--- src/rtl/id_macros.svh ---
// widths and fixed encodings for the RV64 decode stage; XLEN is fixed at 64, not a free parameter
`ifndef ID_MACROS_SVH
`define ID_MACROS_SVH

// data path and pc width
`define ID_XLEN 64

// fetched instruction width, no compressed encodings
`define ID_INST_W 32

// register index width, 32 architectural registers
`define ID_GPR_AW 5

// addi x0, x0, 0
`define ID_NOP_INST 32'h00000013

`endif

--- src/rtl/isa_pkg.sv ---
// encodings of the supported subset only (LUI ADDI ADD SUB LD SD, branches, JAL JALR)
`include "id_macros.svh"

package isa_pkg;

  typedef enum logic [6:0] {
    OPC_LUI    = 7'b0110111,
    OPC_JAL    = 7'b1101111,
    OPC_JALR   = 7'b1100111,
    OPC_BRANCH = 7'b1100011,
    OPC_LOAD   = 7'b0000011,
    OPC_STORE  = 7'b0100011,
    OPC_OP_IMM = 7'b0010011,
    OPC_OP     = 7'b0110011
  } opcode_e;

  typedef enum logic [1:0] {BR_NONE, BR_COND, BR_JAL, BR_JALR} br_kind_e;

  // values are funct3 of the branch encodings
  typedef enum logic [2:0] {
    BR_BEQ  = 3'b000,
    BR_BNE  = 3'b001,
    BR_BLT  = 3'b100,
    BR_BGE  = 3'b101,
    BR_BLTU = 3'b110,
    BR_BGEU = 3'b111
  } br_func_e;

  typedef enum logic [1:0] {ALU_ADD, ALU_SUB, ALU_PASS2} alu_op_e;

  typedef enum logic {SRC1_RS1, SRC1_PC} src1_sel_e;

  typedef enum logic [1:0] {SRC2_RS2, SRC2_IMM, SRC2_FOUR} src2_sel_e;

endpackage

--- src/rtl/branch_unit.sv ---
// selection only; the caller decides whether the redirect differs from the fetch pc
`timescale 1ns/1ns
`include "id_macros.svh"

module branch_unit
  import isa_pkg::*;
(
  input  br_kind_e            i_kind,
  input  br_func_e            i_func,
  input  logic [`ID_XLEN-1:0] i_rs1data,
  input  logic [`ID_XLEN-1:0] i_rs2data,
  input  logic [`ID_XLEN-1:0] i_pc,
  input  logic [`ID_XLEN-1:0] i_imm,
  output logic                o_br_sel,
  output logic [`ID_XLEN-1:0] o_br_target
);

  logic                cond;
  logic [`ID_XLEN-1:0] jalr_sum;

  always_comb begin
    case (i_func)
      BR_BEQ:  cond = (i_rs1data == i_rs2data);
      BR_BNE:  cond = (i_rs1data != i_rs2data);
      BR_BLT:  cond = ($signed(i_rs1data) < $signed(i_rs2data));
      BR_BGE:  cond = ($signed(i_rs1data) >= $signed(i_rs2data));
      BR_BLTU: cond = (i_rs1data < i_rs2data);
      BR_BGEU: cond = (i_rs1data >= i_rs2data);
      default: cond = 1'b0;
    endcase
  end

  assign jalr_sum = i_rs1data + i_imm;

  always_comb begin
    o_br_sel    = 1'b0;
    o_br_target = i_pc + i_imm;
    case (i_kind)
      BR_COND: o_br_sel = cond;
      BR_JAL:  o_br_sel = 1'b1;
      BR_JALR: begin
        o_br_sel    = 1'b1;
        o_br_target = {jalr_sum[`ID_XLEN-1:1], 1'b0}; // lsb cleared
      end
      default: o_br_sel = 1'b0;
    endcase
  end

endmodule

--- config.mk ---
export PLATFORM = sky130hd
export DESIGN_NAME = branch_unit
export DESIGN_NICKNAME = d
export VERILOG_FILES = /design/src/rtl/isa_pkg.sv /design/src/rtl/branch_unit.sv
export VERILOG_INCLUDE_DIRS = /design/src /design/src/rtl
export SDC_FILE = /design/constraint.sdc
export NUM_CORES = 1
export LEC_CHECK = 0
export BUFFER_PORTS_ARGS = -buffer_cell sky130_fd_sc_hd__buf_2
export CAP_MARGIN = 20
export CORE_ASPECT_RATIO = 1.4
export CORE_MARGIN = 2
export CORE_UTILIZATION = 26
export DETAILED_ROUTE_END_ITERATION = 6
export PLACE_DENSITY_LB_ADDON = 0.2
export SLEW_MARGIN = 5
export SYNTH_ARGS = -nofsm -noshare
export SYNTH_HDL_FRONTEND = slang
export SYNTH_SLANG_ARGS = --single-unit
--- constraint.sdc ---
create_clock -name vclk -period 7.1
set_clock_uncertainty 0.1 [all_clocks]
set_input_delay 0 -clock vclk [all_inputs]
set_output_delay 0 -clock vclk [all_outputs]
set_load 0.02 [all_outputs]
* After elaboration in Yosys (flattened, before gate mapping) *
Index checks and enable logic that the tools add are counted.

word-level totals
  bits in registers = 0
  input port bits = 261

operators by class
  mux-type cells = 3
  $add $sub $neg = 2
  magnitude comparators = 4
  reductions and logical operators = 2
  equality and inequality tests = 10

operators by type and width
  cell                number
  $add 64x64->64      2
  $ge 64x64->1        2
  $lt 64x64->1        2
  $eq 64x64->1        1
  $mux 64             1
  $ne 64x64->1        1
  $eq 3x3->1 const B  4
  $pmux 1 s6          1
  $eq 2x2->1 const B  2
  $eq 3x1->1 const B  1
  $logic_not 3->1     1
  $eq 2x1->1 const B  1
  $pmux 1 s2          1
  $reduce_or 2->1     1

* Logic depth before layout (Yosys ltp) *
  depth after elaboration = 3
  depth in mapped cells = 14
  depth with buffers taken out = 14

* Worst setup path before layout *
Ideal clock, no wire load.

  kind = in2out
  from = input i_pc[0]
  to = output o_br_target[56]
  path buffers = 0
  setup slack = 4024 ps
  stages on the path = 14
  data arrival time = 2976 ps
  cell sequence = ha_1 -> inv_1 -> fa_1 -> nor2b_1 -> o31ai_1 -> a211oi_1 -> nor3_1 -> o21a_1 -> o21ai_2 -> a21o_1 -> a41oi_2 -> o21a_1 -> mux2i_1 -> o41ai_1

between the ends
  longest elaborated chain between the ends = 2

ends and longest elaborated chain
  element             RTL line           text
  start: declaration  branch_unit.sv:12  input logic [`ID_XLEN-1:0] i_pc,
  $add 64x64->64      branch_unit.sv:37  o_br_target = i_pc + i_imm;
  $mux 64             branch_unit.sv:38  case (i_kind)
  end: declaration    branch_unit.sv:15  output logic [`ID_XLEN-1:0] o_br_target

Every way passes these cells.

* Worst setup path after layout *
  from = input i_rs1data[4]
  to = output o_br_target[39]

between the ends
  longest elaborated chain between the ends = 2

ends and longest elaborated chain
  element             RTL line           text
  start: declaration  branch_unit.sv:10  input logic [`ID_XLEN-1:0] i_rs1data,
  $add 64x64->64      branch_unit.sv:33  assign jalr_sum = i_rs1data + i_imm;
  $mux 64             branch_unit.sv:38

Every way passes these cells.

==> flow_summary.ini <==
[sta]
max-slew-margin-rel_pct = 33.40
setup_viol = 0
worst_pin_slew_ns = 0.9899
tns_ns = 0
timing.hold.ws_ns = 0.1927
rsz0062_at_grt = no
fin_crit_sh_pct = 56.40
fmax_mhz = 249.7
slew_viol_final = 0
hold_viol_final = 0
fin_crit_ns = 4.005

[setup_path]
path_delay_family = compound AO/OA/AOI/OAI gates
criticalPathCategory = in2out
endpoint = o_br_target[39]
startpoint = i_rs1data[4]
start_kind = input port
end_kind = output port
worst_path_most_repeated_cell = o21ai_1
cp_slowest_cell = a221oi_1
slowest_delay_ns = 0.69
crit_chain = buf_2, ha_1, a21oi_1, o22ai_1, nor2_1, o21ai_1, a221oi_1, o31a_1, o21ai_1, a211oi_1, o21ai_1, xnor2_1, mux2i_1, buf_2
arrival_ns = 3.90
required_ns = 7.00
critPathMaxFanout = 4
crit_cells = 14
crit_buf_inv = 2

[power]
powerDensity_nw_per_um2 = 105.3
irDropWorstVdd_v = 0.00006730
leakage_nw = 5.934

[synth]
seq_area_frac_synth_pct = 0
synth_top_family_by_area = compound AO/OA/AOI/OAI gates
syn_area_per_cell_sq_um = 6.787
syn_inst = 1399
synthXorXnorAreaFrac_pct = 10.70
synthDistinctLibCells = 68
synth_adder_area_share_pct = 25.33
ys.warnings.count = 0
synth-simple-area-share_pct = 19.54
syn_nets = 1851
synth_mux_area_share_pct = 0.8433
synth_compound_area_share_pct = 37.54
syn_area_sq_um = 9495

[placement]
place_congestion = 0.9160
portBuffers = 326
dp_hpwl_microns = 35400
dp.cells = 2135

[min_path]
hold_class = in2out
hold_depth = 3

[detailed_routing]
wl_per_cell_microns = 18.65
drt-pass1-iter-count = 5
drc = 0
viasPerCell = 5.277
vias = 11280
detail-route-antenna-nets = 0
routed_wl_microns = 39880
drt_iter0_drc = 539

[finish]
fillCellCount = 4038
area_growth_pct = 21.25
nets = 2127
seq_cell_count = 0
final_cells = 2138
clock_buffer_count = 0
seq_area_sq_um = 0
multi_input_comb_area_sq_um = 8925
drive_above_1_share_pct = 21.28
final_util_pct = 32.06

[grt]
grt_max_degree = 71
track_usage_pct = 19.90
grt_pass1_wl_microns = 59670
grt_remaining_overflow = 0
grt_pass1_vias = 11240
grt_antenna_before_repair = 4

[floorplan]
num_rows = 82
dieArea_sq_um = 38090
die_h_microns = 230.1
core-area_sq_um = 35910
die_x_microns = 165.5
io_pins = 326
start_util_pct = 26.44

[clocking]
cts_hold_buf = 0
postCtsSetupBuffers = 0
cts_resized = 0

[status]
run_status = finished clean

[flow_run]
drv_cap = 0
cell usage in the layout, fill, tap and decap left out, drive strengths merged, types with 8 or more instances in the layout:
cell type  Yosys  routed
a21o         101     101
nor4           9       9
o21bai        23      23
nor3          27      27
buf           11     328
o21ai         97      97
xnor2         62      62
and2          10      10
nand4         44      44
a21oi        180     180
a211oi        24      24
and3          17      17
inv           95      95
a31oi         22      22
ha           189     189
nor2b         19      19
mux2i          8       8
xor2          54      54
a211o          8       8
o21a          16      16
o211ai        10      10
nand2        119     119
nand3         24      24
o31ai         13      13
nor2         103     103
power breakdown:
group / total (mW) / switching, mW / internal [mW]
Combinational: 1.21 / 0.742 / 0.470
Sequential: 0 / 0 / 0
Clock: 0.0000000567 / 0 / 0.0000000567
cell families (layout without fill, tap and decap cells):
| kind of cell | Yosys count | count (layout) |
|---|---|---|
| AOI/OAI and AO/OA | 542 | 542 |
| xor gates and xnor gates | 116 | 116 |
| buffers and inverters | 149 | 423 |
| other | 0 | 3 |
| adders and majority gates | 191 | 191 |
| muxes | 8 | 8 |
| and+or+nand+nor | 393 | 393 |
synth_stat cells, types with 21 or more instances:
cell	n	area, sq um
a21oi_1	180	900.9
o21bai_1	23	172.7
nor2_1	103	386.6
xnor2_1	62	543.0
o21ai_0	86	430.4
nor3_1	27	135.1
ha_1	189	2365
nand2_1	119	446.7
a211oi_1	21	157.7
xor2_1	54	473.0
nand4_1	44	275.3
inv_1	95	356.6
clkbuf_1	42	157.7
a21o_1	101	758.2
nand3_1	24	120.1
tightest hold or removal path, delay by kind of cell:
kind,cells,cell delay (ns)
buffers and inverters,2,0.23
xor gates and xnor gates,1,0.06
routing by layer:
metal,wire length [microns],vias up,global-route usage (%)
li1,-,5741,-
met1,15330,5172,21.43
met2,21390,303,39.54
met3,1458,65,1.046
met4,1686,2,7.462
met5,13,-,0
layout make-up:
class              count  share of cell area [%]
inverters             95                   3.097
multi-input cells   1250                   77.52
repair buffers       328                   14.30
well taps            462                   5.021
diodes                 3                 0.06520
stage by stage:
stage                     power, mW  cell area (sq um)  setup WS [ns]
after floorplan              0.8129               9495          4.024
after global placement        1.209              11510          3.134
after detailed placement      1.210              11510          3.151
after CTS                     1.217              11510          3.123
after global routing          1.331              11510          2.898
final                         1.213              11510          3.095
how the worst min path moves through the flow:
stage | start | endpoint
CTS | i_imm[63] | o_br_target[63]
detailed placement | i_imm[63] | o_br_target[63]
global route | i_imm[63] | o_br_target[63]
global placement | i_imm[63] | o_br_target[63]
finish | i_imm[63] | o_br_target[63]
floorplan | i_imm[63] | o_br_target[63]
(Power assumes the default switching activity.)
