===== config.mk =====
export PLATFORM = sky130hd
export DESIGN_NAME = gpr_file
export DESIGN_NICKNAME = d
export VERILOG_FILES = /design/src/rtl/isa_pkg.sv /design/src/rtl/pipe_pkg.sv /design/src/rtl/gpr_file.sv
export VERILOG_INCLUDE_DIRS = /design/src /design/src/rtl
export SDC_FILE = /design/constraint.sdc
export NUM_CORES = 2
export LEC_CHECK = 0
export BUFFER_PORTS_ARGS = -buffer_cell sky130_fd_sc_hd__buf_4
export CORE_UTILIZATION = 25
export CTS_CLUSTER_DIAMETER = 150
export DETAILED_ROUTE_END_ITERATION = 12
export GPL_ROUTABILITY_DRIVEN = 0
export MAX_ROUTING_LAYER = met4
export PLACE_DENSITY = 0.4
export SLEW_MARGIN = 25
export SYNTH_ARGS = -nofsm -noshare
export SYNTH_HDL_FRONTEND = slang
export SYNTH_SLANG_ARGS = --single-unit

===== constraint.sdc =====
create_clock -name i_clk -period 2.95 [get_ports i_clk]
set_input_delay 0 -clock i_clk [delete_from_list [all_inputs] [get_ports i_clk]]
set_output_delay 0 -clock i_clk [all_outputs]
set_load 0.01 [all_outputs]

===== src/rtl/id_macros.svh =====
// widths and fixed encodings for the RV64 decode stage; XLEN is fixed at 64, not a free parameter
`ifndef ID_MACROS_SVH
`define ID_MACROS_SVH

// data path and pc width
`define ID_XLEN 64

// fetched instruction width, no compressed encodings
`define ID_INST_W 32

// register index width, 32 architectural registers
`define ID_GPR_AW 5

// addi x0, x0, 0
`define ID_NOP_INST 32'h00000013

`endif


===== src/rtl/isa_pkg.sv =====
// encodings of the supported subset only (LUI ADDI ADD SUB LD SD, branches, JAL JALR)
`include "id_macros.svh"

package isa_pkg;

  typedef enum logic [6:0] {
    OPC_LUI    = 7'b0110111,
    OPC_JAL    = 7'b1101111,
    OPC_JALR   = 7'b1100111,
    OPC_BRANCH = 7'b1100011,
    OPC_LOAD   = 7'b0000011,
    OPC_STORE  = 7'b0100011,
    OPC_OP_IMM = 7'b0010011,
    OPC_OP     = 7'b0110011
  } opcode_e;

  typedef enum logic [1:0] {BR_NONE, BR_COND, BR_JAL, BR_JALR} br_kind_e;

  // values are funct3 of the branch encodings
  typedef enum logic [2:0] {
    BR_BEQ  = 3'b000,
    BR_BNE  = 3'b001,
    BR_BLT  = 3'b100,
    BR_BGE  = 3'b101,
    BR_BLTU = 3'b110,
    BR_BGEU = 3'b111
  } br_func_e;

  typedef enum logic [1:0] {ALU_ADD, ALU_SUB, ALU_PASS2} alu_op_e;

  typedef enum logic {SRC1_RS1, SRC1_PC} src1_sel_e;

  typedef enum logic [1:0] {SRC2_RS2, SRC2_IMM, SRC2_FOUR} src2_sel_e;

endpackage


===== src/rtl/pipe_pkg.sv =====
// stage buses as packed structs; a bypass rd of zero means the stage carries no result
`include "id_macros.svh"

package pipe_pkg;
  import isa_pkg::*;

  typedef struct packed {
    logic [`ID_INST_W-1:0] inst;
    logic [`ID_XLEN-1:0]   pc;
  } fs_to_ds_t;

  typedef struct packed {
    logic                  wen;
    logic [`ID_GPR_AW-1:0] addr;
    logic [`ID_XLEN-1:0]   data;
  } rf_wr_t;

  typedef struct packed {
    logic [`ID_GPR_AW-1:0] rd;
    logic [`ID_XLEN-1:0]   result;
  } bypass_t;

  typedef struct packed {
    logic [`ID_GPR_AW-1:0] rs1;
    logic [`ID_GPR_AW-1:0] rs2;
    logic [`ID_GPR_AW-1:0] rd;
    logic [`ID_XLEN-1:0]   imm;
    alu_op_e               alu_op;
    src1_sel_e             src1_sel;
    src2_sel_e             src2_sel;
    logic                  gpr_wen;
    logic                  mem_ren;
    logic                  mem_wen;
    logic                  load_sel;
    br_kind_e              br_kind;
    br_func_e              br_func;
    logic                  invalid;
  } dec_ctrl_t;

  typedef struct packed {
    logic [`ID_XLEN-1:0]   rs1data;
    logic [`ID_XLEN-1:0]   rs2data;
    logic [`ID_XLEN-1:0]   imm;
    logic [`ID_XLEN-1:0]   pc;
    src1_sel_e             src1_sel;
    src2_sel_e             src2_sel;
    alu_op_e               alu_op;
    logic [`ID_GPR_AW-1:0] rd;
    logic                  gpr_wen;
    logic                  mem_ren;
    logic                  mem_wen;
    logic                  load_sel;
    logic                  invalid;
  } ds_to_es_t;

  typedef struct packed {
    logic                taken;
    logic [`ID_XLEN-1:0] target;
  } br_bus_t;

endpackage


===== src/rtl/gpr_file.sv =====
// x0 hardwired to zero; a read in the write cycle returns the old value, bypass covers the rest
`timescale 1ns/1ns
`include "id_macros.svh"

module gpr_file
  import pipe_pkg::*;
(
  input  logic                  i_clk,
  input  logic                  i_rst_n,
  input  logic [`ID_GPR_AW-1:0] i_raddr1,
  input  logic [`ID_GPR_AW-1:0] i_raddr2,
  output logic [`ID_XLEN-1:0]   o_rdata1,
  output logic [`ID_XLEN-1:0]   o_rdata2,
  input  rf_wr_t                i_wr
);

  logic [`ID_XLEN-1:0] regs [1:31]; // no storage for x0

  always_ff @(posedge i_clk or negedge i_rst_n) begin
    if (!i_rst_n) begin
      for (int i = 1; i < 32; i++) regs[i] <= '0;
    end else if (i_wr.wen && i_wr.addr != '0) begin
      regs[i_wr.addr] <= i_wr.data;
    end
  end

  assign o_rdata1 = (i_raddr1 == '0) ? '0 : regs[i_raddr1];
  assign o_rdata2 = (i_raddr2 == '0) ? '0 : regs[i_raddr2];

endmodule


=== After elaboration in Yosys (flattened, before gate mapping) ===
Index checks and enable logic that the tools add are counted.

* Bits in registers: 1984
* Bits of input ports: 82
* Output and inout port bits: 128
* Word-level logic and storage cells: 54

* Order comparisons: 4
* Muxes and demuxes: 11
* Bitwise operators: 3
* Reduce and logical (&&, ||, !) cells: 5

{| class="wikitable"
|+ Operators by type and width
! kind !! number
|-
| $bwmux 1984 || 1
|-
| $bmux 64 s5 || 2
|-
| $mux 64 || 7
|-
| $demux 64 s5 || 1
|-
| $ge 6x6->1 const B || 3
|-
| $not 5->6 || 3
|-
| $logic_not 5->1 || 2
|-
| $lt 6x1->1 const B || 1
|-
| $reduce_bool 5->1 || 1
|-
| $logic_and 1x1->1 || 2
|}

=== Logic depth before layout (Yosys ltp) ===
* Word-level depth: 6
* Mapped depth: 10
* Gate-level depth less buffers: 5

=== Worst setup path after synthesis ===
OpenSTA, ideal clock, no wires.

* Path type: input-to-output
* Start point: input port i_raddr2[1]
* End point: output port o_rdata2[5]
* Arrival: 1.704 ns
* Data required time: 2.950 ns
* Slack: 1.246 ns
* Cell stages on the path: 8
* Buffers on the path: 4
* Path through: buf_2 -> buf_2 -> buf_2 -> buf_1 -> mux4_2 -> mux2_2 -> o211ai_1 -> o21ai_0

* Word-level cells in the longest chain between the ends: 5
* Elaborated cells between the ends (all ways): 6
* Those cells by class: mux (4); bitwise (1); reduce/logical (1)

{| class="wikitable"
|+ RTL lines
! element !! line !! text
|-
| start, declared || gpr_file.sv:11 || <nowiki>input logic [`ID_GPR_AW-1:0] i_raddr2,</nowiki>
|-
| $not 5->6 (not written as such) || gpr_file.sv:28 || <nowiki>assign o_rdata2 = (i_raddr2 == '0) ? '0 : regs[i_raddr2];</nowiki>
|-
| $bmux 64 s5 || gpr_file.sv:28 ||
|-
| $mux 64 (not written as such) (2 in a row) || gpr_file.sv:28 ||
|-
| $mux 64 (*) || gpr_file.sv:28 ||
|-
| end, declared || gpr_file.sv:13 || <nowiki>output logic [`ID_XLEN-1:0] o_rdata2,</nowiki>
|}

Mark *: on every way between the ends. The rest lies on a longest branch, timed or not. The select of a mux whose other input is x is not followed.

=== Worst setup path in the final report ===
* Start point: input port i_wr[69] in the netlist's numbering
* End point: register regs[773] in the netlist's numbering

* Word-level cells in the longest chain between the ends: 1

{| class="wikitable"
|+ RTL lines
! element !! line !! text
|-
| start, declared || gpr_file.sv:14 || <nowiki>input rf_wr_t i_wr</nowiki>
|-
| $logic_and 1x1->1 || gpr_file.sv:22 || <nowiki>end else if (i_wr.wen && i_wr.addr != '0) begin</nowiki>
|-
| end signal, assigned by index || gpr_file.sv:23 || <nowiki>regs[i_wr.addr] <= i_wr.data;</nowiki>
|-
| end, declared || gpr_file.sv:17 || <nowiki>logic [`ID_XLEN-1:0] regs [1:31];</nowiki>
|}

Every way passes these cells.
A chain may end at the register's enable or synchronous reset.

==> impl_metrics.tcl <==
set metrics [dict create \
    rr_startpoint "regs[773]$_DFFE_PN0P_" \
    grt_start_max_net_pins 130 \
    wl_per_cell_um 32.16 \
    maxSlewViolCount 0 \
    max-cap-violations 0 \
    required_ns 3.76 \
    yosys.area_share.simple_pct 2.691 \
    htreeDepth 4 \
    synth_top_flop_cell "dfrtp_1" \
    p_sw_mw 24.33 \
    drt_iter0_drc 4702 \
    fin_worst_skew_ns 0 \
    fin_tns_setup_ns 0 \
    hold_path_startpoint "i_wr[36]" \
    synth_area_sq_mm 0.1067 \
    synth_top_family_by_area "multiplexers" \
    design.die.area_sq_mm 0.4293 \
    cts_max_path_buffers 4 \
    timing.slew.headroom_pct 34.92 \
    hold-worst-slack_ns 0.1118 \
    post-place-ws_ns 0.3284 \
    dp.cells 12930 \
    finalHoldViolations 0 \
    arrival_ns 3.71 \
    syn_inst 7449 \
    root_buffer "clkbuf_16" \
    critPathMaxFanout 40 \
    p_int_mw 60.58 \
    cts_tree "done" \
    rsz0062_at_grt "no" \
    ys_ff_latch 1984 \
    setup_ws_ns 0.05165 \
    crit_buf_inv 5 \
    io_pins 210 \
    initial_core_util_pct 25.14 \
    drc 0 \
    routed_wl_mm 433.1 \
    cp-end-kind "flop" \
    synth_edf_count 0 \
    synth-async-reset-ratio_pct 100.0 \
    critPathTopFamily "buffers and inverters" \
    antenna_found_initial 42 \
    holdPathStages 3 \
    synthTopCellsByCount "mux2_2, dfrtp_1, mux4_2" \
    place.port_buffers 209 \
    synthTopCellsByArea "dfrtp_1, mux2_2, mux4_2" \
    seqPwrFrac_pct 43.1 \
    holdPathEnd "regs[804]$_DFFE_PN0P_" \
    p_per_area_mw_per_mm2 673.0 \
    hp-class "in2reg" \
    cts.sinks 1984 \
    clk_latency_ns 0.92 \
    worstSetupStartpointType "primary input" \
    synth_top_area_share_pct 46.55 \
    total_power_mw 84.91 \
    p_clk_share_pct 35.6 \
    fmax_ghz 0.3450 \
    cp_cell_sequence "dlygate4sd3_1 -> buf_4 -> nand2_1 -> nor3_1 -> nand3_4 -> dlygate4sd3_1 -> buf_12 -> mux2_2 -> dlygate4sd3_1" \
    largest_reg_flops 1984 \
    swShare_pct 28.66 \
    vias 70030 \
    detailed_place_hpwl_mm 255.7 \
    synth_xor_area_share_pct 0 \
    rr_worst_depth 2 \
    outcome "finished clean" \
    drive_gt1_share_pct 51.38 \
    grt.total_usage_pct 20.54 \
    yosysMostFrequentCell "mux2_2" \
    layout_min_cycle_time_ns 2.898 \
    largestRegisters "regs x1984" \
    detail_route.first_pass.iterations 6 \
    area_growth_syn_to_layout_pct 18.28 \
    synth_compound_area_share_pct 4.212 \
    globalRouteOverflowTotal 0 \
    grt_pass1_vias 74620 \
    yosysSeqAreaShare_pct 46.55 \
    clkTransAtPathRegs_ns 0.06 \
    core_sq_mm 0.4243 \
    yosysWarnings 0 \
    synth_cell_type_count 44 \
    finalSetupViolations 0 \
    synth_area_per_cell_sq_um 14.32 \
    p_comb_share_pct 21.2 \
    via_per_inst 5.200 \
    slowest_stage "nor3_1" \
    path_class "in2reg" \
    die_w_um 655.2 \
    cts_made_buffers 238 \
    stdcell_count 13470 \
    max_stage_delay_ns 0.74 \
    p_leak_nw 53.86 \
    tightest_slew_ns 0.9688 \
    die_h_um 655.2 \
    antenna_left 0 \
    yosys.area.top_type "dfrtp_1" \
    synth_nets 7531 \
    num_rows 239 \
    timing.final.crit_share_pct 98.25 \
    synth_fa_ha_area_share_pct 0 \
    final_nets 7672 \
    crit_top_cell "dlygate4sd3_1" \
    reg2reg_slack_ns 1.63 \
    regMostFlops "regs" \
    grt_pass1_wl_mm 614.2 \
    ir_worst_vdd_mv 0.4995 \
    r2r_end "regs[773]$_DFFE_PN0P_" \
    synthMuxAreaShare_pct 43.18 \
]
repair_timing:
| item | CTS | global route |
|---|---|---|
| resized for setup | 12 | 8 |
| setup endpoints to repair | 10 | 8 |
| buffers inserted | 0 | 3 |
| hold buffers | 76 | 0 |
| pin swaps | 2 | 1 |
| endpoints found under the hold margin | 3968 | 0 |
cell type report:
class / instances / area [sq um]
well taps: 5663 / 7086
clock buffers: 366 / 7172
inverters: 1 / 8.758
fillers: 42280 / 298200
diodes: 19 / 47.55
multi-input cells: 4662 / 53810
flip-flops and latches: 1984 / 49650
repair buffers: 703 / 7687
clock inverters: 69 / 708.2
power groups by stage:
stage | registers, mW | clock network (mW) | logic, mW
final | 36.6 | 30.3 | 18.0
after global routing | 37.3 | 32.2 | 19.4
after CTS | 36.5 | 31.1 | 18.3
after detailed placement | 36.9 | 0 | 18.1
after global placement | 36.7 | 0 | 17.8
after floorplan | 35.4 | 0 | 12.8
stage by stage:
step | util, % | instance area, sq um
2_1_floorplan | - | 106700
3_3_place_gp | 27.66 | 117400
3_5_place_dp | 27.66 | 117400
4_1_cts | 29.71 | 126100
5_1_grt | 29.73 | 126200
6_report | 29.73 | 126200
cell usage in the layout (no fill, tap or decap), types with 46 or more instances in the layout:
master	Yosys	final
mux2i_1	458	457
clkbuf_16	0	242
nor2_1	98	89
a31oi_1	68	66
nor3_1	88	88
buf_4	41	448
clkbuf_8	0	65
a221oi_1	119	119
dfrtp_1	1984	1984
clkbuf_1	446	59
buf_12	0	169
mux4_2	748	748
nor2b_1	121	111
a22oi_1	75	75
a21oi_1	121	118
nand2_1	253	238
o21ai_0	105	95
mux2_2	2178	2178
clkinv_2	0	46
dlygate4sd3_1	0	75
o211ai_1	79	79
how the worst max path moves through the flow:
stage,from,end,slack [ns],cells past startpoint
finish,i_wr[69],regs[773]$_DFFE_PN0P_,0.05,9
CTS,regs[287]$_DFFE_PN0P_,o_rdata2[31],0.0009,6
floorplan,i_raddr2[1],o_rdata2[5],1.25,8
global placement,i_raddr1[2],o_rdata1[34],0.25,8
detailed placement,i_raddr1[2],o_rdata1[34],0.33,8
global route,regs[824]$_DFFE_PN0P_,o_rdata2[56],0.005,6
cell families (layout without fill, tap and decap cells):
family | after synthesis | in the layout
multiplexers | 3391 | 3391
flip-flops | 1984 | 1984
buffers and inverters | 803 | 1139
AO/OA/AOI/OAI | 651 | 651
AND/OR/NAND/NOR | 620 | 620
other | 0 | 19
worst reg2reg max path, delay by kind of cell (launching register included):
kind / cells / cell delay (ns)
buf+inv: 1 / 0.55
flops: 1 / 0.39
mux: 1 / 0.26
metal layers:
layer	vias up	part of all wire [%]	global-route usage, %
met5	-	0	-
met4	0	2.9	5.046
met3	587	3.9	2.500
met2	1684	49	33.85
met1	38920	44	26.86
li1	28840	-	-
(Power assumes the default switching activity.)
