## src/rtl/id_macros.svh

```systemverilog
// widths and fixed encodings for the RV64 decode stage; XLEN is fixed at 64, not a free parameter
`ifndef ID_MACROS_SVH
`define ID_MACROS_SVH

// data path and pc width
`define ID_XLEN 64

// fetched instruction width, no compressed encodings
`define ID_INST_W 32

// register index width, 32 architectural registers
`define ID_GPR_AW 5

// addi x0, x0, 0
`define ID_NOP_INST 32'h00000013

`endif

```

## src/rtl/isa_pkg.sv

```systemverilog
// encodings of the supported subset only (LUI ADDI ADD SUB LD SD, branches, JAL JALR)
`include "id_macros.svh"

package isa_pkg;

  typedef enum logic [6:0] {
    OPC_LUI    = 7'b0110111,
    OPC_JAL    = 7'b1101111,
    OPC_JALR   = 7'b1100111,
    OPC_BRANCH = 7'b1100011,
    OPC_LOAD   = 7'b0000011,
    OPC_STORE  = 7'b0100011,
    OPC_OP_IMM = 7'b0010011,
    OPC_OP     = 7'b0110011
  } opcode_e;

  typedef enum logic [1:0] {BR_NONE, BR_COND, BR_JAL, BR_JALR} br_kind_e;

  // values are funct3 of the branch encodings
  typedef enum logic [2:0] {
    BR_BEQ  = 3'b000,
    BR_BNE  = 3'b001,
    BR_BLT  = 3'b100,
    BR_BGE  = 3'b101,
    BR_BLTU = 3'b110,
    BR_BGEU = 3'b111
  } br_func_e;

  typedef enum logic [1:0] {ALU_ADD, ALU_SUB, ALU_PASS2} alu_op_e;

  typedef enum logic {SRC1_RS1, SRC1_PC} src1_sel_e;

  typedef enum logic [1:0] {SRC2_RS2, SRC2_IMM, SRC2_FOUR} src2_sel_e;

endpackage

```

## src/rtl/pipe_pkg.sv

```systemverilog
// stage buses as packed structs; a bypass rd of zero means the stage carries no result
`include "id_macros.svh"

package pipe_pkg;
  import isa_pkg::*;

  typedef struct packed {
    logic [`ID_INST_W-1:0] inst;
    logic [`ID_XLEN-1:0]   pc;
  } fs_to_ds_t;

  typedef struct packed {
    logic                  wen;
    logic [`ID_GPR_AW-1:0] addr;
    logic [`ID_XLEN-1:0]   data;
  } rf_wr_t;

  typedef struct packed {
    logic [`ID_GPR_AW-1:0] rd;
    logic [`ID_XLEN-1:0]   result;
  } bypass_t;

  typedef struct packed {
    logic [`ID_GPR_AW-1:0] rs1;
    logic [`ID_GPR_AW-1:0] rs2;
    logic [`ID_GPR_AW-1:0] rd;
    logic [`ID_XLEN-1:0]   imm;
    alu_op_e               alu_op;
    src1_sel_e             src1_sel;
    src2_sel_e             src2_sel;
    logic                  gpr_wen;
    logic                  mem_ren;
    logic                  mem_wen;
    logic                  load_sel;
    br_kind_e              br_kind;
    br_func_e              br_func;
    logic                  invalid;
  } dec_ctrl_t;

  typedef struct packed {
    logic [`ID_XLEN-1:0]   rs1data;
    logic [`ID_XLEN-1:0]   rs2data;
    logic [`ID_XLEN-1:0]   imm;
    logic [`ID_XLEN-1:0]   pc;
    src1_sel_e             src1_sel;
    src2_sel_e             src2_sel;
    alu_op_e               alu_op;
    logic [`ID_GPR_AW-1:0] rd;
    logic                  gpr_wen;
    logic                  mem_ren;
    logic                  mem_wen;
    logic                  load_sel;
    logic                  invalid;
  } ds_to_es_t;

  typedef struct packed {
    logic                taken;
    logic [`ID_XLEN-1:0] target;
  } br_bus_t;

endpackage

```

## src/rtl/inst_decoder.sv

```systemverilog
// unused source fields read as x0 so they never forward or stall; other encodings flag invalid
`timescale 1ns/1ns
`include "id_macros.svh"

module inst_decoder
  import isa_pkg::*;
  import pipe_pkg::*;
(
  input  logic [`ID_INST_W-1:0] i_inst,
  output dec_ctrl_t             o_ctrl
);

  opcode_e             opcode;
  logic [2:0]          funct3;
  logic [6:0]          funct7;
  logic [`ID_XLEN-1:0] imm_i, imm_s, imm_b, imm_u, imm_j;
  logic                use_rs1;
  logic                use_rs2;
  logic                legal;

  assign opcode = opcode_e'(i_inst[6:0]);
  assign funct3 = i_inst[14:12];
  assign funct7 = i_inst[31:25];

  assign imm_i = {{(`ID_XLEN-12){i_inst[31]}}, i_inst[31:20]};
  assign imm_s = {{(`ID_XLEN-12){i_inst[31]}}, i_inst[31:25], i_inst[11:7]};
  assign imm_b = {{(`ID_XLEN-13){i_inst[31]}}, i_inst[31], i_inst[7],
                  i_inst[30:25], i_inst[11:8], 1'b0};
  assign imm_u = {{(`ID_XLEN-32){i_inst[31]}}, i_inst[31:12], 12'b0};
  assign imm_j = {{(`ID_XLEN-21){i_inst[31]}}, i_inst[31], i_inst[19:12],
                  i_inst[20], i_inst[30:21], 1'b0};

  always_comb begin
    o_ctrl          = '0;
    o_ctrl.rd       = i_inst[11:7];
    o_ctrl.alu_op   = ALU_ADD;
    o_ctrl.src1_sel = SRC1_RS1;
    o_ctrl.src2_sel = SRC2_IMM;
    o_ctrl.br_kind  = BR_NONE;
    o_ctrl.br_func  = br_func_e'(funct3);
    use_rs1         = 1'b1;
    use_rs2         = 1'b0;
    legal           = 1'b1;
    case (opcode)
      OPC_LUI: begin
        use_rs1        = 1'b0;
        o_ctrl.imm     = imm_u;
        o_ctrl.alu_op  = ALU_PASS2;
        o_ctrl.gpr_wen = 1'b1;
      end
      OPC_OP_IMM: begin
        legal          = (funct3 == 3'b000); // addi only
        o_ctrl.imm     = imm_i;
        o_ctrl.gpr_wen = 1'b1;
      end
      OPC_OP: begin
        legal           = (funct3 == 3'b000) && (funct7 == 7'b0000000 || funct7 == 7'b0100000);
        use_rs2         = 1'b1;
        o_ctrl.src2_sel = SRC2_RS2;
        o_ctrl.alu_op   = funct7[5] ? ALU_SUB : ALU_ADD;
        o_ctrl.gpr_wen  = 1'b1;
      end
      OPC_LOAD: begin
        legal           = (funct3 == 3'b011); // ld
        o_ctrl.imm      = imm_i;
        o_ctrl.gpr_wen  = 1'b1;
        o_ctrl.mem_ren  = 1'b1;
        o_ctrl.load_sel = 1'b1;
      end
      OPC_STORE: begin
        legal          = (funct3 == 3'b011); // sd
        use_rs2        = 1'b1;
        o_ctrl.imm     = imm_s;
        o_ctrl.mem_wen = 1'b1;
      end
      OPC_BRANCH: begin
        legal          = (funct3[2:1] != 2'b01);
        use_rs2        = 1'b1;
        o_ctrl.imm     = imm_b;
        o_ctrl.br_kind = BR_COND;
      end
      OPC_JAL: begin
        use_rs1         = 1'b0;
        o_ctrl.imm      = imm_j;
        o_ctrl.src1_sel = SRC1_PC; // link value pc + 4
        o_ctrl.src2_sel = SRC2_FOUR;
        o_ctrl.gpr_wen  = 1'b1;
        o_ctrl.br_kind  = BR_JAL;
      end
      OPC_JALR: begin
        legal           = (funct3 == 3'b000);
        o_ctrl.imm      = imm_i;
        o_ctrl.src1_sel = SRC1_PC;
        o_ctrl.src2_sel = SRC2_FOUR;
        o_ctrl.gpr_wen  = 1'b1;
        o_ctrl.br_kind  = BR_JALR;
      end
      default: legal = 1'b0;
    endcase
    o_ctrl.rs1 = use_rs1 ? i_inst[19:15] : '0;
    o_ctrl.rs2 = use_rs2 ? i_inst[24:20] : '0;
    if (!legal) begin
      o_ctrl.invalid  = 1'b1;
      o_ctrl.gpr_wen  = 1'b0;
      o_ctrl.mem_ren  = 1'b0;
      o_ctrl.mem_wen  = 1'b0;
      o_ctrl.load_sel = 1'b0;
      o_ctrl.br_kind  = BR_NONE;
    end
  end

endmodule

```

## config.mk

```make
export PLATFORM = sky130hd
export DESIGN_NAME = inst_decoder
export DESIGN_NICKNAME = d
export VERILOG_FILES = /design/src/rtl/isa_pkg.sv /design/src/rtl/pipe_pkg.sv /design/src/rtl/inst_decoder.sv
export VERILOG_INCLUDE_DIRS = /design/src /design/src/rtl
export SDC_FILE = /design/constraint.sdc
export NUM_CORES = 1
export LEC_CHECK = 0
export ABC_AREA = 1
export BUFFER_PORTS_ARGS = -buffer_cell sky130_fd_sc_hd__buf_2
export CAP_MARGIN = 20
export CORE_UTILIZATION = 39
export DETAILED_ROUTE_END_ITERATION = 6
export GPL_TIMING_DRIVEN = 0
export PLACE_DENSITY = 0.9
export SYNTH_ARGS = -nofsm -noshare
export SYNTH_HDL_FRONTEND = slang
export SYNTH_SLANG_ARGS = --single-unit
```

## constraint.sdc

```tcl
create_clock -name vclk -period 3.8
set_input_delay 0.19 -clock vclk [all_inputs]
set_output_delay 0.19 -clock vclk [all_outputs]
set_load 0.05 [all_outputs]
```

[Yosys cells after proc, flatten, opt, wreduce, memory -nomap -nowiden]
Cells that the tools add are included.
Storage, ports and cells
  bits in registers: 0
  latch bits: 0
  memory bits (writable): 0
  bits in read-only memories: 0
  input port bits: 32
  output and inout port bits: 94
  word-level logic and storage cells: 37
  memories: 0
Operators by class
  $add $sub $neg: 0
  multiply operators: 0
  div/mod/pow operators: 0
  magnitude comparators: 0
  equality and inequality tests: 11
  shift operators: 0
  muxes and demuxes: 15
  bitwise gates (word level): 0
  reductions and logical operators: 11
Operators with widths (number)
  64-bit one-hot mux with 5 select lines: 1
  7-bit by 6-bit == test with 1-bit output (second input constant): 4
  7-bit == test (second input constant): 3
  5-bit 2-to-1 mux: 2
  2-bit one-hot mux with 2 select lines: 2
  2-bit OR reduction: 4
  7-bit by 2-bit == test with 1-bit output (second input constant): 1
  7-bit by 5-bit == test with 1-bit output (second input constant): 1
  7-bit zero test: 1
  1-bit 2-to-1 mux: 7
  6-bit 2-to-1 mux: 1
  2-bit one-hot mux with 3 select lines: 1
  3-bit OR reduction: 2
  6-bit OR reduction: 1
  1-bit one-hot mux with 5 select lines: 1
  3-bit by 2-bit == test with 1-bit output (second input constant): 1
  3-bit zero test: 1
  2-bit by 1-bit inequality test with 1-bit output (second input constant): 1
  1-bit logical AND: 1
  1-bit logical OR: 1

[Longest topological paths before layout]
  depth after elaboration: 5
  mapped depth: 11
  depth with buffers taken out: 9

[Least setup slack after synthesis]
Ideal clock, no wire load.
  path type: input to output
  start point: input i_inst[1]
  end point: output o_ctrl[8] in the netlist's numbering
  data arrival time: 1.997 ns
  data required time: 3.610 ns
  path slack: 1.613 ns
  cell stages on the path: 9
  buffers on the path: 1
  cell sequence: nand2_2 -> inv_1 -> nand2_2 -> nor2_1 -> nand2_1 -> nand2_1 -> nand2_2 -> a21oi_1 -> buf_4
RTL lines
  start: declaration: RTL line inst_decoder.sv:9  | input logic [`ID_INST_W-1:0] i_inst,
  end: declaration: RTL line inst_decoder.sv:10  | output dec_ctrl_t o_ctrl

==> qor_table.md <==
| Quantity | Reported |
|:---|:---|
| Buffers inserted by post-CTS timing repair | 0 |
| Router iterations before antenna repair | 6 |
| Gate Count Post-Synth | 196 |
| Register area share after synthesis | 0 |
| Worst-case hold slack | 770.2 ps |
| Via total after detailed routing | 1616 |
| Die Footprint | 3080 um2 |
| Die W | 55.50 um |
| Clock buffer count in the final layout | 0 |
| Standard-cell rows | 19 |
| Mapped cell area | 1116 um2 |
| Total half-perimeter wirelength after legalization and detailed placement | 3074 um |
| Worst setup path endpoint | o_ctrl[77] |
| Number of endpoints with negative hold slack in the final report | 0 |
| Final weighted congestion of routability-driven global placement | 0.8999 |
| Total wire length after detailed routing | 3512 um |
| Critical-path maximum fanout | 33 |
| Final critical delay including setup and external delays | 2261 ps |
| Area growth syn-to-layout | 59.98% |
| Combined global-route utilization of all metal layers | 0.2216 |
| F_max | 0.4424 GHz |
| Crit path required time | 3610 ps |
| Critical Path Start | i_inst[3] |
| Number of logic stages on the critical path including buffering | 11 |
| Yosys warning total | 0 |
| Via density | 4.578 |
| Cell family with most CP delay | simple AND/OR/NAND/NOR gates |
| Iteration-0 DRC count of the detailed router | 45 |
| Post-synth net total | 228 |
| Buf/Inv on CP | 5 |
| Utilization of the core after routing | 0.6531 |
| Post-Synthesis Mean Instance Area | 5.694 um2 |
| Most repeated library cell on the critical path | sky130_fd_sc_hd__nand2_2 |
| Final cycle utilization of the critical path | 0.5949 |
| Starting density of the core | 0.4082 |
| Layout fillers | 256 |
| Final max-slew violation count | 0 |
| Kind of end point of the critical path | output port |
| First-pass GRT wire length | 5865 um |
| DRC | 0 |
| Largest net degree at the start of global routing | 34 |
| Setup TNS | 0 ps |
| Post-DRT Antenna Nets | 0 |
| Commonest cells after routing, fill and taps aside | sky130_fd_sc_hd__buf_2, sky130_fd_sc_hd__buf_4, sky130_fd_sc_hd__inv_1, sky130_fd_sc_hd__nor2_1, sky130_fd_sc_hd__nand2_1 |
| Average wire length per cell after detail routing | 9.949 um |
| Number of violations of the max-capacitance limit | 0 |
| Slowest stage cell, crit path | sky130_fd_sc_hd__nand2_2 |
| Number of setup violations in the final report | 0 |
| Antenna violations before repair | 0 |
| Multi-input gate area in the final layout | 665.6 um2 |
| Leading cell type in the layout, fill and taps excluded | sky130_fd_sc_hd__buf_2 |
| Die span in y | 55.50 um |
| Critical path, cell by cell | buf_2 -> nor2_1 -> nand2_2 -> nor2_4 -> inv_2 -> nand3_2 -> nand2_2 -> buf_6 -> nand2_2 -> buf_4 -> buf_2 |
| Overflow left after global routing | 0 |
| Number of global-route vias before repair | 1373 |
| Nets | 356 |
| Post-CTS sizing | 0 |
| Max transition margin | 0.6520 |
| Port-buffer cells | 126 |
| Power per Cell Area | 101.2 nW/um2 |
| Area inside the core boundary | 2734 um2 |
| Layout cells sized above 1 | 0.6398 |
| Worst min-delay path class | primary input to output port |
| Post-synthesis cell type count | 24 |
| Critical setup path kind | primary input to output port |
| Critical path data arrival time | 2070 ps |
| Count of flip-flops and latches | 0 |
| Register Area | 0 um2 |
| Critical path's largest stage delay | 400 ps |
| Total of hold buffers inserted after clock tree synthesis | 0 |
| Leakage power of the design | 1.288 nW |
| Outcome | finished, final reports clean |
| Slew at the pin with the worst max-slew slack | 520.1 ps |
| RSZ-0062 raised after global routing | no |
| CP startpoint kind | primary input |
| Highest ir drop seen on vdd | 0.07297 mV |
| Inserted Diodes | 0 |
| Count of pins on the block boundary | 126 |
==> power breakdown <==
group          total [mW]  switching [mW]  internal [mW]
Sequential              0               0              0
Clock                   0               0              0
Combinational       0.181           0.129         0.0515
Total               0.181           0.129         0.0515
==> synth_stat cells (all sizes together) <==
cell type	n	share of area
nor3	3	0.013
buf	43	0.29
and2	1	0.0056
or2	1	0.0056
nand4	3	0.017
o211ai	7	0.047
o21ai	17	0.11
nand2	32	0.14
nor2	36	0.16
a31oi	6	0.034
a21oi	6	0.027
nand3	8	0.040
inv	33	0.11
==> kinds of logic after synthesis <==
logic type | share of synthesized area
simple gates | 0.3823
buf+inv | 0.4036
compound gates | 0.2141
==> area by class of cell <==
class                      instances  share of cell area
timing repair buffer             126              0.3532
inverter                          33             0.07078
buffer                            43              0.1815
multi-input combinational        120              0.3728
tap                               31             0.02172
==> metrics by stage <==
stage | setup WS (ps) | instances | area (um2) | power (mW)
2_1_floorplan | 1613 | 196 | 1116 | 0.1326
3_5_place_dp | 1519 | 353 | 1785 | 0.1811
4_1_cts | 1511 | 353 | 1785 | 0.1814
5_1_grt | 1377 | 353 | 1785 | 0.1919
3_3_place_gp | 1549 | 353 | 1785 | 0.1793
6_report | 1539 | 353 | 1785 | 0.1806
==> metal layers <==
| metal | wire length, um | GRT usage |
|---|---|---|
| met5 | 0 | 0 |
| met3 | 256 | 0.02108 |
| met4 | 0 | 0.01429 |
| met2 | 1852 | 0.4458 |
| met1 | 1402 | 0.2586 |
==> tightest hold or removal path, cell delays in order <==
cell and delay, ps:
sky130_fd_sc_hd__buf_2 90, sky130_fd_sc_hd__inv_1 60, sky130_fd_sc_hd__nor2_1 40, sky130_fd_sc_hd__buf_2 200
==> worst min path at each step <==
stage	startpoint	slack (ps)	depth (start not counted)	end
2_1_floorplan	i_inst[12]	550	1	o_ctrl[1]
3_3_place_gp	i_inst[18]	770	4	o_ctrl[92]
3_5_place_dp	i_inst[15]	770	4	o_ctrl[89]
4_1_cts	i_inst[15]	770	4	o_ctrl[89]
5_1_grt	i_inst[19]	780	4	o_ctrl[93]
6_report	i_inst[15]	770	4	o_ctrl[89]
Power figures use the tool's default switching activity.
