--- src/rtl/id_macros.svh ---
// widths and fixed encodings for the RV64 decode stage; XLEN is fixed at 64, not a free parameter
`ifndef ID_MACROS_SVH
`define ID_MACROS_SVH

// data path and pc width
`define ID_XLEN 64

// fetched instruction width, no compressed encodings
`define ID_INST_W 32

// register index width, 32 architectural registers
`define ID_GPR_AW 5

// addi x0, x0, 0
`define ID_NOP_INST 32'h00000013

`endif

--- src/rtl/isa_pkg.sv ---
// encodings of the supported subset only (LUI ADDI ADD SUB LD SD, branches, JAL JALR)
`include "id_macros.svh"

package isa_pkg;

  typedef enum logic [6:0] {
    OPC_LUI    = 7'b0110111,
    OPC_JAL    = 7'b1101111,
    OPC_JALR   = 7'b1100111,
    OPC_BRANCH = 7'b1100011,
    OPC_LOAD   = 7'b0000011,
    OPC_STORE  = 7'b0100011,
    OPC_OP_IMM = 7'b0010011,
    OPC_OP     = 7'b0110011
  } opcode_e;

  typedef enum logic [1:0] {BR_NONE, BR_COND, BR_JAL, BR_JALR} br_kind_e;

  // values are funct3 of the branch encodings
  typedef enum logic [2:0] {
    BR_BEQ  = 3'b000,
    BR_BNE  = 3'b001,
    BR_BLT  = 3'b100,
    BR_BGE  = 3'b101,
    BR_BLTU = 3'b110,
    BR_BGEU = 3'b111
  } br_func_e;

  typedef enum logic [1:0] {ALU_ADD, ALU_SUB, ALU_PASS2} alu_op_e;

  typedef enum logic {SRC1_RS1, SRC1_PC} src1_sel_e;

  typedef enum logic [1:0] {SRC2_RS2, SRC2_IMM, SRC2_FOUR} src2_sel_e;

endpackage

--- src/rtl/pipe_pkg.sv ---
// stage buses as packed structs; a bypass rd of zero means the stage carries no result
`include "id_macros.svh"

package pipe_pkg;
  import isa_pkg::*;

  typedef struct packed {
    logic [`ID_INST_W-1:0] inst;
    logic [`ID_XLEN-1:0]   pc;
  } fs_to_ds_t;

  typedef struct packed {
    logic                  wen;
    logic [`ID_GPR_AW-1:0] addr;
    logic [`ID_XLEN-1:0]   data;
  } rf_wr_t;

  typedef struct packed {
    logic [`ID_GPR_AW-1:0] rd;
    logic [`ID_XLEN-1:0]   result;
  } bypass_t;

  typedef struct packed {
    logic [`ID_GPR_AW-1:0] rs1;
    logic [`ID_GPR_AW-1:0] rs2;
    logic [`ID_GPR_AW-1:0] rd;
    logic [`ID_XLEN-1:0]   imm;
    alu_op_e               alu_op;
    src1_sel_e             src1_sel;
    src2_sel_e             src2_sel;
    logic                  gpr_wen;
    logic                  mem_ren;
    logic                  mem_wen;
    logic                  load_sel;
    br_kind_e              br_kind;
    br_func_e              br_func;
    logic                  invalid;
  } dec_ctrl_t;

  typedef struct packed {
    logic [`ID_XLEN-1:0]   rs1data;
    logic [`ID_XLEN-1:0]   rs2data;
    logic [`ID_XLEN-1:0]   imm;
    logic [`ID_XLEN-1:0]   pc;
    src1_sel_e             src1_sel;
    src2_sel_e             src2_sel;
    alu_op_e               alu_op;
    logic [`ID_GPR_AW-1:0] rd;
    logic                  gpr_wen;
    logic                  mem_ren;
    logic                  mem_wen;
    logic                  load_sel;
    logic                  invalid;
  } ds_to_es_t;

  typedef struct packed {
    logic                taken;
    logic [`ID_XLEN-1:0] target;
  } br_bus_t;

endpackage

--- src/rtl/operand_bypass.sv ---
// priority execute > memory > writeback; a stage with rd zero is never a forwarding source
`timescale 1ns/1ns
`include "id_macros.svh"

module operand_bypass
  import pipe_pkg::*;
(
  input  logic [`ID_GPR_AW-1:0] i_rs1,
  input  logic [`ID_GPR_AW-1:0] i_rs2,
  input  logic [`ID_XLEN-1:0]   i_rf_rdata1,
  input  logic [`ID_XLEN-1:0]   i_rf_rdata2,
  input  bypass_t               i_es_bypass,
  input  bypass_t               i_ms_bypass,
  input  bypass_t               i_ws_bypass,
  output logic [`ID_XLEN-1:0]   o_rs1data,
  output logic [`ID_XLEN-1:0]   o_rs2data
);

  function automatic logic [`ID_XLEN-1:0] pick(
    input logic [`ID_GPR_AW-1:0] rs,
    input logic [`ID_XLEN-1:0]   rf_val
  );
    if (i_es_bypass.rd != '0 && i_es_bypass.rd == rs) return i_es_bypass.result;
    if (i_ms_bypass.rd != '0 && i_ms_bypass.rd == rs) return i_ms_bypass.result;
    if (i_ws_bypass.rd != '0 && i_ws_bypass.rd == rs) return i_ws_bypass.result;
    return rf_val;
  endfunction

  always_comb begin
    o_rs1data = pick(i_rs1, i_rf_rdata1);
    o_rs2data = pick(i_rs2, i_rf_rdata2);
  end

endmodule

--- config.mk ---
export PLATFORM = sky130hd
export DESIGN_NAME = operand_bypass
export DESIGN_NICKNAME = d
export VERILOG_FILES = /design/src/rtl/isa_pkg.sv /design/src/rtl/pipe_pkg.sv /design/src/rtl/operand_bypass.sv
export VERILOG_INCLUDE_DIRS = /design/src /design/src/rtl
export SDC_FILE = /design/constraint.sdc
export NUM_CORES = 1
export LEC_CHECK = 0
export BUFFER_PORTS_ARGS = -buffer_cell sky130_fd_sc_hd__buf_2
export CORE_AREA = 2 2 184 186
export DETAILED_ROUTE_END_ITERATION = 10
export DIE_AREA = 0 0 186 188
export GPL_ROUTABILITY_DRIVEN = 0
export GPL_TIMING_DRIVEN = 0
export PLACE_DENSITY = 0.5
export SETUP_SLACK_MARGIN = 0.3
export SLEW_MARGIN = 20
export SYNTH_ARGS = -nofsm -noshare
export SYNTH_HDL_FRONTEND = slang
export SYNTH_SLANG_ARGS = --single-unit
--- constraint.sdc ---
create_clock -name vclk -period 1.4
set_input_delay 0 -clock vclk [all_inputs]
set_output_delay 0 -clock vclk [all_outputs]
set_load 0.1 [all_outputs]
-- Yosys cells after proc, flatten, opt, wreduce, memory -nomap -nowiden
Index checks and enable logic that the tools add are counted.
- flip-flop bits (word level): 0
- bits in latches: 0
- memory bits (writable): 0
- memory bits (read-only): 0
- input bits: 345
- output and inout bits: 128
- logic and storage cells: 39
- memories kept: 0
- add/subtract/negate cells: 0
- multiply operators: 0
- divide/modulo/power cells: 0
- magnitude comparators: 0
- equal/unequal tests: 6
- shifts and indexed selects: 0
- muxes and demuxes: 24
- bitwise gates (word level): 0
- reduce and logical (&&, ||, !) cells: 9
- operator list (kind ; number):
    two-way mux 64 bit ; 12
    equality test 5 bit ; 6
    nonzero test 5 bit ; 3
    two-way mux 1 bit ; 12
    logical AND 1 bit ; 6

-- Logic depth before layout (Yosys ltp)
Gate-level depths: netlist of the first run.
- depth after elaboration: 9
- gate-level depth with buffers: 7
- gate-level depth less buffers: 5

-- Least setup slack after synthesis of the first run
No wires, ideal clock.
- path kind: in2out
- start: input port i_ws_bypass[67] (netlist name)
- end: output port o_rs1data[10]
- arrival time: 2.325 ns
- path slack: -0.925 ns
- cell stages on the path: 6
- path buffers: 1
- cell sequence: xor2_1 > nor2_1 > nand4_2 > clkbuf_1 > o221a_1 > o21ai_1
- word-level cells in the longest chain between the ends: 8
- elaborated cells between the ends (all ways): 10
- RTL lines (item ; line ; source):
    from (decl) ; operand_bypass.sv:14 ; input bypass_t i_ws_bypass,
    equality test 5 bit / nonzero test 5 bit (equally long branches) ; operand_bypass.sv:25 ; if (i_ws_bypass.rd != '0 && i_ws_bypass.rd == rs) return i_ws_bypass.result;
    logical AND 1 bit * ; operand_bypass.sv:25 ;
    two-way mux 1 bit (2 in a row) ; operand_bypass.sv:25 ;
    two-way mux 1 bit ; operand_bypass.sv:24 ; if (i_ms_bypass.rd != '0 && i_ms_bypass.rd == rs) return i_ms_bypass.result;
    two-way mux 64 bit * ; operand_bypass.sv:26 ; return rf_val;
    two-way mux 64 bit * ; operand_bypass.sv:25 ;
    two-way mux 64 bit * ; operand_bypass.sv:24 ;
    to (decl) ; operand_bypass.sv:15 ; output logic [`ID_XLEN-1:0] o_rs1data,
Mark *: on every way between the ends. The rest lies on a longest branch, timed or not. The select of a mux whose other input is x is not followed.

-- Final worst setup path of the first run
- start: input port i_ws_bypass[68] (netlist name)
- end: output port o_rs2data[6]
- word-level cells in the longest chain between the ends: 8
- elaborated cells between the ends (all ways): 10
- RTL lines (item ; line ; source):
    equality test 5 bit / nonzero test 5 bit (equally long branches) ; operand_bypass.sv:25 ;
    logical AND 1 bit * ; operand_bypass.sv:25 ;
    two-way mux 1 bit (2 in a row) ; operand_bypass.sv:25 ;
    two-way mux 1 bit ; operand_bypass.sv:24 ;
    two-way mux 64 bit * ; operand_bypass.sv:26 ;
    two-way mux 64 bit * ; operand_bypass.sv:25 ;
    two-way mux 64 bit * ; operand_bypass.sv:24 ;
    to (decl) ; operand_bypass.sv:16 ; output logic [`ID_XLEN-1:0] o_rs2data
Marks and branches as above.

==> flow_summary.yaml, run 1 <==
route:
  wl_per_cell_um: 22.0
  drc: 0
  drt_iter0_drc: 407
  routed_wl_um: 39400
  first_pass_iters: 5
  via_per_inst: 4.88
  vias: 8728
  ant_nets: 0
timing:
  timing.final.crit_share_pct: 122
  fmax_mhz: 587
  slew_viol_final: 0
  setup_viol: 128
  post-route-min-period_ns: 1.70
  rsz0062_at_grt: "true"
  tightest_slew_ns: 0.305
  post-route-worst-setup-slack_ns: -0.303
  relSlewSlack_pct: 79.5
  hold_viol: 0
floorplan:
  chipHeight_um: 188
  ios: 473
  num_rows: 67
  die_w_um: 186
  initial_core_util_pct: 14.6
  coreArea_um2: 33100
  die-area_um2: 35000
worst_setup_path:
  critPathMaxStageDelay_ns: 0.30
  worst_path_max_delay_cell: "and4b_2"
  crit_chain: "buf_8 -> nor3_4 -> nand2_2 -> and4b_2 -> buf_12 -> buf_6 -> o221a_1 -> o21ai_4 -> buf_12"
  start_kind: "primary input"
  crit_path_frequent_cell: "buf_12"
  cp_max_fo: 10
  cp-end-kind: "primary output"
  worstPathArrival_ns: 1.70
  crit_type: "primary input to primary output"
  crit_required_ns: 1.40
global_route:
  grt_overflow: 0
  grt_pass1_wl_um: 56800
  grt.total_usage_pct: 21.1
  grt_max_degree: 11
  grt_pass1_vias: 9336
  antenna_found_initial: 11
final_layout:
  n_clock_buffer: 0
  layout_common_cells: "342 x buf_2, 196 x nand2_1, 129 x o21ai_4"
  seq_area_um2: 0
  seq_cell_count: 0
  synthToLayoutAreaGrowth_pct: 150
  drive_gt1_share_pct: 61.2
  fin_nets: 1680
  instances_no_fill: 1787
  layout_commonest_cell: "buf_2"
logic_synthesis:
  yosysUniqueCellTypes: 17
  mappedNetlistNets: 1193
  synth-seq-area-share_pct: 0
  synthCells: 848
  syn_area_um2: 4820
  avgSynthCellArea_um2: 5.69
  ys_warn_count: 0
placement:
  numPlacedInstances: 1769
  dp_slack_ns: -1.19
  place_hpwl_um: 30200
  io_buffers: 473
power:
  total_power_mw: 8.11
  p_leak_nw: 5.56
  p_per_area_nw_per_um2: 672
  ir_drop_mv: 0.355
min_path:
  hp-class: "primary input to primary output"
run_status:
  outcome: "complete, but fails checks"
  violations: "negative setup slack"
flow_run:
  cap_violations: 0
-- synth_stat cells --
library cell	instances	area, um^2
and4_1	2	17.5
nand4_2	1	12.5
buf_4	1	7.51
and4b_1	2	20.0
o21ai_1	136	681
nor3_1	7	35.0
nand4_1	5	31.3
xor2_1	16	140
buf_2	39	195
buf_6	14	158
xnor2_1	14	123
nor2_1	5	18.8
o221a_1	128	1440
clkbuf_1	33	124
nand2_1	197	739
o21ai_0	120	601
inv_1	128	480
-- logic make-up (layout without fill, tap and decap cells) --
| kind of cell | count (synthesis) | after routing | synth area share [%] |
|---|---|---|---|
| AO/OA/AOI/OAI | 384 | 384 | 56.4 |
| AND/OR/NAND/NOR | 219 | 219 | 18.1 |
| buffers and inverters | 215 | 700 | 20.0 |
| XOR/XNOR | 30 | 30 | 5.45 |
| other | 0 | 6 | 0 |
-- worst max-delay path: cells and delay by family --
kind	cells	cell delay [ns]
and+or+nand+nor	3	0.57
AOI/OAI and AO/OA	2	0.47
buffers and inverters	4	0.63
-- where the power goes --
part / switching (mW) / total, mW / internal [mW]
clock: 0 / 0.000000574 / 0.000000574
sequential: 0 / 0 / 0
combinational: 5.18 / 8.11 / 2.93
-- per-stage QoR --
stage / hold slack, ns / utilization, % / TNS, ns / instance area [um^2]
after floorplan: 0.284 / - / -16.48 / 6300
after global placement: 0.522 / 27.9 / -138.70 / 9230
after detailed placement: 0.528 / 27.9 / -141.40 / 9230
after CTS: 0.408 / 35.0 / -26.63 / 11600
after global routing: 0.421 / 36.5 / -39.13 / 12100
final: 0.406 / 36.5 / -29.35 / 12100
-- repair_timing --
action,CTS,global route
hold buffers,0,0
buffers inserted,9,0
pin swaps,13,15
resized for setup,751,115
setup endpoints to repair,128,128
gates cloned,1,2
-- metal layers --
layer  vias up  track usage, %  wire length (um)
met4        10            6.00              1140
met5         -               0                61
li1       4005               -                 -
met1      4211            26.2             15900
met3        79            3.86              2790
met2       423            36.8             19500
-- path summary, 6_finish.rpt --
kind                            start             to  depth (start not counted)
worst max-delay path  i_ws_bypass[68]   o_rs2data[6]                          9
worst min-delay path  i_es_bypass[31]  o_rs2data[31]                          4
-- layout make-up --
cell class / count / area, um^2
multi-input cells: 633 / 5860
repair buffers: 485 / 4240
inverters: 128 / 480
well taps: 448 / 561
fillers: 3486 / 21000
plain buffers: 87 / 918
diodes: 6 / 15.0
(Power assumes the default switching activity.)
==> inputs of run 2 (changes only) <==
--- a/config.mk
+++ b/config.mk
@@ -6,15 +6,17 @@
 export SDC_FILE = /design/constraint.sdc
 export NUM_CORES = 1
 export LEC_CHECK = 0
+export ABC_AREA = 1
 export BUFFER_PORTS_ARGS = -buffer_cell sky130_fd_sc_hd__buf_2
-export CORE_AREA = 2 2 184 186
+export CORE_AREA = 2 2 183 185
 export DETAILED_ROUTE_END_ITERATION = 10
-export DIE_AREA = 0 0 186 188
+export DIE_AREA = 0 0 185 187
 export GPL_ROUTABILITY_DRIVEN = 0
 export GPL_TIMING_DRIVEN = 0
-export PLACE_DENSITY = 0.5
+export PLACE_DENSITY = 0.52
 export SETUP_SLACK_MARGIN = 0.3
 export SLEW_MARGIN = 20
 export SYNTH_ARGS = -nofsm -noshare
 export SYNTH_HDL_FRONTEND = slang
 export SYNTH_SLANG_ARGS = --single-unit
+export TNS_END_PERCENT = 10
==> run 2 against run 1 <==
The flow still finishes with violations (negative setup slack); setup slack better by 0.13 ns; sequential share of layout area unchanged; core utilization increased by 1.8 points; first-iteration DRC count up 54%; global-route usage decreased by 0.40 points; combinational power increased by 3.5%.
==> flow_summary.yaml, run 2 <==
run_status:
  outcome: "complete, but fails checks"
  violations: "negative setup slack"
floorplan:
  coreArea_um2: 32900
  ios: 473
  die-area_um2: 34600
  chipHeight_um: 187
  die_w_um: 185
  num_rows: 67
  initial_core_util_pct: 16.2
power:
  ir_drop_mv: 0.496
  total_power_mw: 8.39
  p_per_area_nw_per_um2: 667
  p_leak_nw: 6.60
placement:
  placed_area_um2: 8470
  io_buffers: 472
  dp_slack_ns: -0.628
  numPlacedInstances: 2078
  place_hpwl_um: 29500
final_layout:
  layout_commonest_cell: "nand2_1"
  n_clock_buffer: 0
  instances_no_fill: 2117
  seq_area_um2: 0
  seq_cell_count: 0
  fin_util_pct: 38.3
  n_fill_cell: 3406
  layout_common_cells: "410 x nand2_1, 329 x buf_2, 228 x nand3_1"
  postLayoutCellArea_um2: 12600
  fin_nets: 2014
  drive_gt1_share_pct: 49.9
  synthToLayoutAreaGrowth_pct: 137
  multi_input_area_um2: 5370
global_route:
  grt_pass1_wl_um: 55400
  grt.total_usage_pct: 20.7
  antenna_found_initial: 6
  grt_use_met3_pct: 3.95
  grt_max_degree: 11
  grt_overflow: 0
  busiest_layer: "met2"
  grt_pass1_vias: 9634
  use_met1_pct: 25.0
  globalRouteMet2Util_pct: 37.1
timing:
  setup_viol: 123
  tightest_slew_ns: 0.297
  slew_viol_final: 0
  fmax_mhz: 637
  hold_viol: 0
  relSlewSlack_pct: 80.1
  post-route-worst-setup-slack_ns: -0.169
  post-route-min-period_ns: 1.57
  rsz0062_at_grt: "true"
  timing.final.crit_share_pct: 112
logic_synthesis:
  syn_area_um2: 5320
  post-synth-top-count-cell: "nand2_1"
  ys_warn_count: 0
  yosysTopAreaCellShare_pct: 38.6
  synth.top_cells.by_count: "547 x nand2_1, 264 x nand3_1, 128 x a21oi_1, 75 x inv_1, 48 x buf_2"
  mappedNetlistNets: 1503
  synth_top_cell_by_area: "nand2_1"
  avgSynthCellArea_um2: 4.59
  synthCells: 1158
  yosysUniqueCellTypes: 19
  synth-seq-area-share_pct: 0
  synth.area.top_cells: "nand2_1 39%, nand3_1 25%, a21oi_1 12%, buf_6 5.7%, inv_1 5.3%"
worst_setup_path:
  crit_type: "primary input to primary output"
  worstPathArrival_ns: 1.57
  crit_required_ns: 1.40
  cp-end-kind: "primary output"
  start_kind: "primary input"
  cp_max_fo: 10
route:
  drt_iter0_drc: 628
  first_pass_iters: 5
  via_per_inst: 4.77
  routed_wl_um: 41100
  drc: 0
  vias: 10100
  ant_nets: 0
  wl_per_cell_um: 19.4
flow_run:
  cap_violations: 0
clock_network:
  cts_hold_buf: 0
min_path:
  hp-class: "primary input to primary output"
## run 2: cell count changes after synthesis, sizes merged, moves of 47 or more
cell / delta
o21ai: -256
nand3: +265
a21oi: +128
inv: -47
o221a: -128
nand2: +351
## run 2: routing by layer
layer,vias up,wire [um]
li1,4758,-
met1,4636,15400
met2,618,20800
met3,89,3710
met4,6,1180
met5,-,32
## run 2: cell families (layout without fill, tap and decap cells)
group / Yosys count / after routing / share of synthesized area, %
AOI/OAI and AO/OA: 128 / 128 / 12.0
xor gates and xnor gates: 24 / 24 / 3.95
buffers and inverters: 176 / 685 / 18.3
and+or+nand+nor: 830 / 830 / 65.7
other: 0 / 2 / 0
## run 2: where the power goes
group	leakage (nW)	internal, mW	switching (mW)
sequential	0	0	0
clock	0.0000127	0.000000191	0
combinational	6.60	3.01	5.38
## run 2: metrics by stage
step                      hold slack [ns]  TNS, ns
final                               0.390    -9.54
after floorplan                     0.293   -12.42
after global routing                0.401   -17.21
after global placement              0.480   -54.33
after CTS                           0.386    -8.55
after detailed placement            0.480   -55.71
## run 2: final timing paths
kind,from,to,slack [ns],cells past startpoint
setup / recovery,i_ms_bypass[67],o_rs1data[11],-0.17,10
hold / removal,i_es_bypass[1],o_rs1data[1],0.39,4
## run 2: layout make-up
type / count / share of cell area [%]
Antenna cell: 2 / 0.0398
Buffer: 94 / 9.86
Timing Repair inverter: 1 / 0.0497
Tap cell: 448 / 4.45
Timing Repair Buffer: 508 / 40.2
Multi-Input combinational cell: 982 / 42.6
Inverter: 82 / 2.73
## run 2: what timing repair did
item,in CTS,in global routing
gates resized for setup,523,441
setup buffers,13,4
pin swaps,18,58
cloned,7,13
endpoints found under the setup margin,128,128
## run 2: critical path, cell delays in order
cell     delay, ns
buf_2         0.14
xnor2_1       0.21
nand3_1       0.18
nor2_4        0.22
inv_8         0.10
buf_2         0.21
nand3_1       0.16
nand2_1       0.06
nand2_1       0.10
buf_12        0.18
